## src/hw/lsu_pkg.sv

```systemverilog
`default_nettype none

package lsu_pkg;

  ////////////////////////////////////////
  // Bus geometry
  ////////////////////////////////////////

  // Data and address width of the OBI data port
  localparam int LSU_DATA_W = 32;

  // One enable per byte lane
  localparam int LSU_BE_W = LSU_DATA_W / 8;

  // Byte offset inside a bus word
  localparam int LSU_OFFS_W = 2;

  ////////////////////////////////////////
  // Outstanding transactions
  ////////////////////////////////////////

  // Bus may hold at most this many granted accesses without a response
  localparam int LSU_DEPTH = 2;

  // Counter must reach LSU_DEPTH itself
  localparam int LSU_CNT_W = 2;

  ////////////////////////////////////////
  // Access size
  ////////////////////////////////////////

  // Encoding follows the funct3 size field of loads and stores
  typedef enum logic [1:0] {
    LSU_BYTE = 2'd0,
    LSU_HALF = 2'd1,
    LSU_WORD = 2'd2
  } lsu_size_e;

endpackage

`default_nettype wire

```

## src/hw/lsu_xfer_if.sv

```systemverilog
`timescale 1ns/1ps
`default_nettype none

interface lsu_xfer_if;
  import lsu_pkg::*;

  // EX address phase done, per-access control moves towards WB
  logic                  update;

  // Per-access control from the EX side
  lsu_size_e             size;
  logic                  sext;
  logic                  we;
  logic [LSU_OFFS_W-1:0] offset;
  // Current phase is the first half of a split access
  logic                  split_next;

  // Bus response, forwarded by the transaction control
  logic                  resp_valid;
  logic [LSU_DATA_W-1:0] resp_rdata;

  // Address and alignment logic in EX
  modport addr_side (input update, output size, sext, we, offset, split_next);

  // Handshake and counter logic
  modport ctrl_side (output update, resp_valid, resp_rdata, input split_next);

  // Read data path in WB
  modport wb_side (
    input update, size, sext, we, offset, split_next, resp_valid, resp_rdata
  );

endinterface

`default_nettype wire

```

## src/hw/lsu_addr_align.sv

```systemverilog
`timescale 1ns/1ps
`default_nettype none

module lsu_addr_align (
  input  logic                            clk,
  input  logic                            rst_n,
  input  logic                            valid_0_i,
  input  logic [lsu_pkg::LSU_DATA_W-1:0]  operand_a_i,
  input  logic [lsu_pkg::LSU_DATA_W-1:0]  operand_b_i,
  input  logic [lsu_pkg::LSU_DATA_W-1:0]  wdata_i,
  input  logic                            we_i,
  input  lsu_pkg::lsu_size_e              size_i,
  input  logic                            sext_i,
  output logic [lsu_pkg::LSU_DATA_W-1:0]  addr_o,
  output logic [lsu_pkg::LSU_DATA_W-1:0]  wdata_o,
  output logic [lsu_pkg::LSU_BE_W-1:0]    be_o,
  output logic                            split_0_o,
  lsu_xfer_if.addr_side                   xfer
);
  import lsu_pkg::*;

  logic [LSU_DATA_W-1:0]   addr_sum;
  logic [LSU_OFFS_W-1:0]   offset;
  // Second address phase of a split access in progress
  logic                    split_q;
  logic                    needs_split;
  logic [2*LSU_DATA_W-1:0] wdata_dbl;
  logic [5:0]              rot_base;

  ////////////////////////////////////////
  // Address
  ////////////////////////////////////////

  assign addr_sum = operand_a_i + operand_b_i;
  assign offset   = addr_sum[LSU_OFFS_W-1:0];

  // Word crossing a word boundary, or halfword in the top byte
  assign needs_split = ((size_i == LSU_WORD) && (offset != '0)) ||
                       ((size_i == LSU_HALF) && (offset == 2'd3));

  // Only the first phase reports split
  assign split_0_o = valid_0_i && !split_q && needs_split;

  // Second phase goes to the following word
  assign addr_o = split_q ? ({addr_sum[LSU_DATA_W-1:2], 2'b00} + LSU_DATA_W'(4)) : addr_sum;

  ////////////////////////////////////////
  // Byte enables
  ////////////////////////////////////////

  always_comb begin
    case (size_i)
      LSU_BYTE: begin
        be_o = 4'b0001 << offset;
      end
      LSU_HALF: begin
        // Only offset 3 reaches a second phase, with one byte left
        be_o = split_q ? 4'b0001 : (4'b0011 << offset);
      end
      default: begin
        // Lanes dropped in the first phase come back in the second
        be_o = split_q ? ~(4'b1111 << offset) : (4'b1111 << offset);
      end
    endcase
  end

  ////////////////////////////////////////
  // Store data
  ////////////////////////////////////////

  // Rotate left by the byte offset so byte 0 lands on its lane
  // Both phases use the same rotation
  assign wdata_dbl = {wdata_i, wdata_i};
  assign rot_base  = 6'd32 - {1'b0, offset, 3'b000};
  assign wdata_o   = wdata_dbl[rot_base +: LSU_DATA_W];

  ////////////////////////////////////////
  // Split tracking
  ////////////////////////////////////////

  // Killed access leaves no stale phase behind
  always_ff @(posedge clk or negedge rst_n) begin
    if (!rst_n) begin
      split_q <= 1'b0;
    end else if (!valid_0_i) begin
      split_q <= 1'b0;
    end else if (xfer.update) begin
      split_q <= split_0_o;
    end
  end

  // Per-access control towards WB
  assign xfer.size       = size_i;
  assign xfer.sext       = sext_i;
  assign xfer.we         = we_i;
  assign xfer.offset     = offset;
  assign xfer.split_next = split_0_o;

  // Second phase only ever follows an access that needed it
  a_split_on_aligned_word: assert property (
    @(posedge clk) disable iff (!rst_n)
    (split_q && valid_0_i) |-> !((size_i == LSU_WORD) && (offset == '0))
  );

endmodule

`default_nettype wire

```

## src/hw/lsu_txn_ctrl.sv

```systemverilog
`timescale 1ns/1ps
`default_nettype none

module lsu_txn_ctrl (
  input  logic                            clk,
  input  logic                            rst_n,
  input  logic                            valid_0_i,
  input  logic                            ready_0_i,
  input  logic                            valid_1_i,
  input  logic                            ready_1_i,
  output logic                            ready_0_o,
  output logic                            valid_0_o,
  output logic                            ready_1_o,
  output logic                            valid_1_o,
  output logic                            busy_o,
  output logic                            data_req_o,
  input  logic                            data_gnt_i,
  input  logic                            data_rvalid_i,
  input  logic [lsu_pkg::LSU_DATA_W-1:0]  data_rdata_i,
  lsu_xfer_if.ctrl_side                   xfer
);
  import lsu_pkg::*;

  // Outstanding transactions on the bus
  logic [LSU_CNT_W-1:0] cnt_q;
  logic [LSU_CNT_W-1:0] cnt_d;
  // EX access granted but EX not yet done
  logic                 granted_q;
  logic                 grant;
  logic                 ex_active;
  logic                 done_0;

  ////////////////////////////////////////
  // Bus request
  ////////////////////////////////////////

  // No new request once LSU_DEPTH are outstanding
  assign data_req_o = valid_0_i && !granted_q && (cnt_q < LSU_CNT_W'(LSU_DEPTH));
  assign grant      = data_req_o && data_gnt_i;

  // Response goes straight on to the WB side
  assign xfer.resp_valid = data_rvalid_i;
  assign xfer.resp_rdata = data_rdata_i;

  ////////////////////////////////////////
  // EX stage
  ////////////////////////////////////////

  assign ex_active = valid_0_i || granted_q;

  // Idle EX is always done
  // Otherwise the address phase needs its grant and a free next stage
  assign done_0 = !ex_active || ((grant || granted_q) && ready_0_i);

  assign xfer.update = done_0 && ex_active;

  // Hold EX while the second phase of a split access is still to come
  assign ready_0_o = done_0 && !xfer.split_next;
  assign valid_0_o = valid_0_i && (grant || granted_q);

  // Grant seen while the pipeline stalls EX
  always_ff @(posedge clk or negedge rst_n) begin
    if (!rst_n) begin
      granted_q <= 1'b0;
    end else if (xfer.update) begin
      granted_q <= 1'b0;
    end else if (grant) begin
      granted_q <= 1'b1;
    end
  end

  ////////////////////////////////////////
  // WB stage
  ////////////////////////////////////////

  assign ready_1_o = ready_1_i && ((cnt_q == '0) || data_rvalid_i);
  // Pulses for each half of a split access
  assign valid_1_o = data_rvalid_i && valid_1_i;

  ////////////////////////////////////////
  // Outstanding counter
  ////////////////////////////////////////

  always_comb begin
    case ({grant, data_rvalid_i})
      2'b10:   cnt_d = cnt_q + 1'b1;
      2'b01:   cnt_d = cnt_q - 1'b1;
      default: cnt_d = cnt_q;
    endcase
  end

  always_ff @(posedge clk or negedge rst_n) begin
    if (!rst_n) begin
      cnt_q <= '0;
    end else begin
      cnt_q <= cnt_d;
    end
  end

  assign busy_o = data_req_o || (cnt_q != '0);

  // Bus keeps within the outstanding limit
  a_cnt_limit: assert property (
    @(posedge clk) disable iff (!rst_n)
    cnt_q <= LSU_CNT_W'(LSU_DEPTH)
  );

  // Every response belongs to an earlier grant
  a_rvalid_owned: assert property (
    @(posedge clk) disable iff (!rst_n)
    data_rvalid_i |-> (cnt_q != '0)
  );

  // OBI request stays up until granted
  a_req_held: assert property (
    @(posedge clk) disable iff (!rst_n)
    (data_req_o && !data_gnt_i) |=> data_req_o
  );

endmodule

`default_nettype wire

```

## src/hw/lsu_rdata_align.sv

```systemverilog
`timescale 1ns/1ps
`default_nettype none

module lsu_rdata_align (
  input  logic                            clk,
  input  logic                            rst_n,
  lsu_xfer_if.wb_side                     xfer,
  output logic [lsu_pkg::LSU_DATA_W-1:0]  rdata_1_o
);
  import lsu_pkg::*;

  // Control of each outstanding access, in bus order
  lsu_size_e             size_q [LSU_DEPTH];
  logic                  sext_q [LSU_DEPTH];
  logic                  we_q   [LSU_DEPTH];
  logic [LSU_OFFS_W-1:0] offs_q [LSU_DEPTH];
  // Low for the first half of a split access
  logic                  last_q [LSU_DEPTH];
  // One-bit pointers cover two entries
  logic                  wr_ptr_q;
  logic                  rd_ptr_q;

  // Control of the access that responds next
  lsu_size_e             h_size;
  logic                  h_sext;
  logic                  h_we;
  logic [LSU_OFFS_W-1:0] h_offs;
  logic                  h_last;

  logic [LSU_DATA_W-1:0]   rdata_q;
  logic                    is_split;
  logic [2*LSU_DATA_W-1:0] rdata_full;
  logic [LSU_DATA_W-1:0]   rdata_al;
  logic [LSU_DATA_W-1:0]   rdata_ext;

  ////////////////////////////////////////
  // Control queue
  ////////////////////////////////////////

  // Written on update, read back on the matching response
  always_ff @(posedge clk) begin
    if (xfer.update) begin
      size_q[wr_ptr_q] <= xfer.size;
      sext_q[wr_ptr_q] <= xfer.sext;
      we_q[wr_ptr_q]   <= xfer.we;
      offs_q[wr_ptr_q] <= xfer.offset;
      last_q[wr_ptr_q] <= !xfer.split_next;
    end
  end

  always_ff @(posedge clk or negedge rst_n) begin
    if (!rst_n) begin
      wr_ptr_q <= 1'b0;
      rd_ptr_q <= 1'b0;
    end else begin
      if (xfer.update) begin
        wr_ptr_q <= ~wr_ptr_q;
      end
      if (xfer.resp_valid) begin
        rd_ptr_q <= ~rd_ptr_q;
      end
    end
  end

  assign h_size = size_q[rd_ptr_q];
  assign h_sext = sext_q[rd_ptr_q];
  assign h_we   = we_q[rd_ptr_q];
  assign h_offs = offs_q[rd_ptr_q];
  assign h_last = last_q[rd_ptr_q];

  ////////////////////////////////////////
  // Realignment and extension
  ////////////////////////////////////////

  assign is_split = ((h_size == LSU_WORD) && (h_offs != '0)) ||
                    ((h_size == LSU_HALF) && (h_offs == 2'd3));

  // Lower bytes of a split load come from the first response
  assign rdata_full = is_split ? {xfer.resp_rdata, rdata_q} :
                                 {xfer.resp_rdata, xfer.resp_rdata};

  // Drop offset bytes, max base 24 stays inside the 64-bit window
  assign rdata_al = rdata_full[{h_offs, 3'b000} +: LSU_DATA_W];

  always_comb begin
    case (h_size)
      LSU_BYTE: rdata_ext = {{24{h_sext && rdata_al[7]}}, rdata_al[7:0]};
      LSU_HALF: rdata_ext = {{16{h_sext && rdata_al[15]}}, rdata_al[15:0]};
      default:  rdata_ext = rdata_al;
    endcase
  end

  // Keep the raw first half for the merge
  always_ff @(posedge clk) begin
    if (xfer.resp_valid && !h_we) begin
      rdata_q <= h_last ? rdata_ext : xfer.resp_rdata;
    end
  end

  // Valid on the final response only
  assign rdata_1_o = rdata_ext;

endmodule

`default_nettype wire

```

## src/hw/lsu_top.sv

```systemverilog
`timescale 1ns/1ps
`default_nettype none

module lsu_top (
  input  logic                            clk,
  input  logic                            rst_n,
  // EX stage access
  input  logic                            valid_0_i,
  input  logic [lsu_pkg::LSU_DATA_W-1:0]  operand_a_i,
  input  logic [lsu_pkg::LSU_DATA_W-1:0]  operand_b_i,
  input  logic [lsu_pkg::LSU_DATA_W-1:0]  wdata_i,
  input  logic                            we_i,
  input  lsu_pkg::lsu_size_e              size_i,
  input  logic                            sext_i,
  output logic                            split_0_o,
  // Pipeline handshakes
  output logic                            ready_0_o,
  output logic                            valid_0_o,
  input  logic                            ready_0_i,
  input  logic                            valid_1_i,
  output logic                            ready_1_o,
  output logic                            valid_1_o,
  input  logic                            ready_1_i,
  // OBI data bus
  output logic [lsu_pkg::LSU_DATA_W-1:0]  data_addr_o,
  output logic                            data_we_o,
  output logic [lsu_pkg::LSU_BE_W-1:0]    data_be_o,
  output logic [lsu_pkg::LSU_DATA_W-1:0]  data_wdata_o,
  output logic                            data_req_o,
  input  logic                            data_gnt_i,
  input  logic                            data_rvalid_i,
  input  logic [lsu_pkg::LSU_DATA_W-1:0]  data_rdata_i,
  // WB stage result
  output logic [lsu_pkg::LSU_DATA_W-1:0]  rdata_1_o,
  output logic                            busy_o
);

  lsu_xfer_if xfer ();

  ////////////////////////////////////////
  // EX side address and data
  ////////////////////////////////////////

  lsu_addr_align u_addr_align (
    .clk         (clk),
    .rst_n       (rst_n),
    .valid_0_i   (valid_0_i),
    .operand_a_i (operand_a_i),
    .operand_b_i (operand_b_i),
    .wdata_i     (wdata_i),
    .we_i        (we_i),
    .size_i      (size_i),
    .sext_i      (sext_i),
    .addr_o      (data_addr_o),
    .wdata_o     (data_wdata_o),
    .be_o        (data_be_o),
    .split_0_o   (split_0_o),
    .xfer        (xfer.addr_side)
  );

  // Write strobe is the access direction itself
  assign data_we_o = xfer.we;

  // Handshakes and outstanding count
  lsu_txn_ctrl u_txn_ctrl (
    .clk           (clk),
    .rst_n         (rst_n),
    .valid_0_i     (valid_0_i),
    .ready_0_i     (ready_0_i),
    .valid_1_i     (valid_1_i),
    .ready_1_i     (ready_1_i),
    .ready_0_o     (ready_0_o),
    .valid_0_o     (valid_0_o),
    .ready_1_o     (ready_1_o),
    .valid_1_o     (valid_1_o),
    .busy_o        (busy_o),
    .data_req_o    (data_req_o),
    .data_gnt_i    (data_gnt_i),
    .data_rvalid_i (data_rvalid_i),
    .data_rdata_i  (data_rdata_i),
    .xfer          (xfer.ctrl_side)
  );

  // WB side read data
  lsu_rdata_align u_rdata_align (
    .clk       (clk),
    .rst_n     (rst_n),
    .xfer      (xfer.wb_side),
    .rdata_1_o (rdata_1_o)
  );

endmodule

`default_nettype wire

```

## config.mk

```make
export PLATFORM = sky130hd
export DESIGN_NAME = lsu_top
export DESIGN_NICKNAME = d
export VERILOG_FILES = /design/src/hw/lsu_pkg.sv /design/src/hw/lsu_xfer_if.sv /design/src/hw/lsu_addr_align.sv /design/src/hw/lsu_txn_ctrl.sv /design/src/hw/lsu_rdata_align.sv /design/src/hw/lsu_top.sv
export SDC_FILE = /design/constraint.sdc
export NUM_CORES = 1
export LEC_CHECK = 0
export BUFFER_PORTS_ARGS = -buffer_cell sky130_fd_sc_hd__buf_2
export CELL_PAD_IN_SITES_DETAIL_PLACEMENT = 1
export CELL_PAD_IN_SITES_GLOBAL_PLACEMENT = 1
export CORE_UTILIZATION = 39
export DETAILED_ROUTE_END_ITERATION = 8
export PLACE_DENSITY = 0.91
export SETUP_SLACK_MARGIN = 0.3
export SLEW_MARGIN = 20
export SYNTH_ARGS = -nofsm -noshare
export SYNTH_HDL_FRONTEND = slang
export SYNTH_SLANG_ARGS = --single-unit
```

## constraint.sdc

```tcl
create_clock -name clk -period 7.85 [get_ports clk]
set_input_delay 0.3925 -clock clk [delete_from_list [all_inputs] [get_ports clk]]
set_output_delay 0.3925 -clock clk [all_outputs]
set_load 0.03 [all_outputs]
```

==> impl_metrics.tcl <==
set metrics [dict create \
    grt_pass1_vias 7263 \
    drt_iter0_drc 282 \
    slew_headroom_pct 28.1 \
    hold_path.startpoint "ready_0_i" \
    place.gp.congestion 0.905 \
    max_freq_ghz 0.210 \
    drive_above_1_share_pct 30.0 \
    rsz0062_at_grt "false" \
    row_count 46 \
    synth-seq-area-share_pct 19.9 \
    cellPowerDensity_nw_per_um2 276 \
    viasPerCell 5.90 \
    cp_cell_sequence "mux2_2 > o211ai_1 > o21a_1 > buf_4 > mux2i_1 > mux2i_1 > mux2i_1 > or3b_1 > o21ai_0 > buf_2" \
    antenna_cells 0 \
    final_net_count 1190 \
    die_h_um 131 \
    total_power_mw 2.21 \
    areaGrowthSynthToFinish_pct 23.1 \
    r2r_end "u_rdata_align.rdata_q[9]" \
    r2r_slack_ps 3510 \
    finalHoldViolCount 0 \
    cp-end-kind "primary output" \
    ctsResizeCount 0 \
    synth_top_area_share_pct 17.6 \
    cts_buffers 5 \
    cp_slowest_cell "mux2_2" \
    ir_worst_vdd_v 0.000168 \
    cp_max_fo 52 \
    status "finished, final reports clean" \
    totalWireLength_um 23200 \
    synth_top_area_cell "edfxtp_1" \
    worst_setup_path_start_kind "flop" \
    final_common_cell "buf_2" \
    grt-ovfl-total 0 \
    antenna_found_initial 0 \
    clkSinkCount 44 \
    setup_violations 0 \
    crit_arrival_ps 4370 \
    ant_nets 0 \
    avgSynthCellArea_um2 8.10 \
    port_buffers 247 \
    synth_edf_count 38 \
    dieArea_um2 17200 \
    dp_hpwl_um 18500 \
    critical_path_class "reg -> out" \
    grt_pass1_wl_um 36600 \
    grt_use_total_pct 26.7 \
    clk_pin_slew_worst_paths_ps 70 \
    synth_cells 802 \
    cts_root_buf "clkbuf_16" \
    drc 0 \
    final_max_slew_viol_count 0 \
    vias 7224 \
    coreArea_um2 16100 \
    fin_crit_ps 4770 \
    r2r_start "u_rdata_align.rd_ptr_q" \
    tns_ps 0 \
    clk_path_buf_depth 2 \
    critical_path_required_ps 7460 \
    die-width_um 131 \
    layout_common_cells "buf_2, nand2_1, mux2i_1" \
    maxCapViolations 0 \
    holdCritPathClass "in -> reg" \
    yosys_register_bits 44 \
    routedWlPerCell_um 19.0 \
    ys_async_sr_fraction_pct 13.6 \
    start_util_pct 40.4 \
    h-tree-depth 2 \
    crit_top_cell "mux2i_1" \
    p_leak_nw 3.72 \
    fin_skew_ps 8.48 \
    drtPass1Iterations 5 \
    ys_types 76 \
    synth_area_leaders "edfxtp_1, mux2i_1, ha_1" \
    ioPinCount 248 \
    worstMarginPinSlew_ps 1080 \
    yosysWarnings 0 \
    rr_worst_depth 10 \
    min_to "u_txn_ctrl.granted_q" \
    synth_fp_nets 984 \
    clock_latency_ps 290 \
    tritoncts "built" \
    grt_max_degree 53 \
    worstHoldPathCells 2 \
    slowest_delay_ps 770 \
    ys.flop_type "edfxtp_1" \
    synth_area_um2 6490 \
    finalCritPeriodShare_pct 60.7 \
]
layout make-up:
type | count | area, µm²
Timing Repair Buffer | 254 | 1290
Multi-Input combinational cell | 689 | 4920
Clock inverter | 2 | 16.3
Tap cell | 216 | 270
Inverter | 14 | 52.6
Fill cell | 2048 | 8070
Clock buffer | 6 | 150
Sequential cell | 44 | 1290
cell families (layout without fill, tap and decap cells):
| kind of cell | after synthesis | in the layout | share of synthesized area (%) |
|---|---|---|---|
| and+or+nand+nor | 268 | 268 | 20.5 |
| AOI/OAI and AO/OA | 209 | 209 | 21.2 |
| muxes | 112 | 112 | 17.7 |
| buffers and inverters | 69 | 276 | 4.39 |
| xor gates and xnor gates | 58 | 58 | 8.05 |
| DFF | 44 | 44 | 19.9 |
| adders and majority gates | 42 | 42 | 8.21 |
metrics by stage:
step                hold WS [ps]  cell area [µm²]  utilization (%)  setup slack (ps)  std cells
global route                 299             7990             49.8              2810       1225
finish                       301             7990             49.8              3080       1225
detailed placement           226             7820             48.7              3330       1216
CTS                          289             7990             49.8              3090       1225
global placement             224             7820             48.7              3470       1216
floorplan                   96.9             6490                -              3760        802
per-layer routing:
layer	GRT usage, %	share of wire [%]	up-vias
met5	0	0	-
li1	-	-	3416
met4	7.84	2.4	0
met1	33.3	42	3493
met2	48.5	50	265
met3	2.57	5.2	50
Yosys cell counts (18+ instances only):
cell type,count
nand2_1,104
edfxtp_1,38
mux2_2,18
xor2_1,20
o21ai_0,48
o211ai_1,25
o22ai_1,20
nor2_1,53
ha_1,41
clkbuf_1,38
a31oi_1,20
xnor2_1,36
nand3_1,30
a21oi_1,34
mux2i_1,92
repair_timing:
action / 4_1_cts / 5_1_grt
hold buffers: 1 / 0
buffers inserted: 0 / 0
setup endpoints to repair: 0 / 0
endpoints found under the hold margin: 6 / 0
critical path: cells and delay by family, from the launching register on:
kind                   cells  cell delay, ps
multiplexers               4            1380
AND/OR/NAND/NOR            1             590
AO/OA/AOI/OAI              3             780
buffers and inverters      2             660
flip-flops                 1             660
flip-flops by register name, indices dropped and copies added (netlist names):
register,flops
u_txn_ctrl.cnt_q,2
u_rdata_align.last_q,2
u_txn_ctrl.granted_q,1
u_rdata_align.size_q,4
u_rdata_align.we_q,2
u_rdata_align.rd_ptr_q,1
u_rdata_align.offs_q,4
u_rdata_align.rdata_q,24
u_addr_align.split_q,1
u_rdata_align.wr_ptr_q,1
u_rdata_align.sext_q,2
report_power, final:
part           internal, mW  leakage, nW  total [mW]  switching, mW
Sequential            0.329        0.426       0.362         0.0328
Combinational         0.522         3.21        1.61           1.09
Clock                 0.139       0.0786       0.234         0.0958
Total                 0.990         3.72        2.21           1.22
worst max-delay path by stage:
stage / startpoint / endpoint / slack, ps / cells after the start
final: u_rdata_align.rd_ptr_q / rdata_1_o[9] / 3080 / 10
after global routing: u_rdata_align.rd_ptr_q / rdata_1_o[9] / 2810 / 10
after CTS: u_rdata_align.rd_ptr_q / rdata_1_o[11] / 3090 / 10
after detailed placement: operand_a_i[0] / data_addr_o[23] / 3330 / 13
after global placement: operand_a_i[0] / data_addr_o[24] / 3470 / 13
after floorplan: operand_a_i[0] / data_addr_o[24] / 3760 / 11
Power figures use the tool's default switching activity.
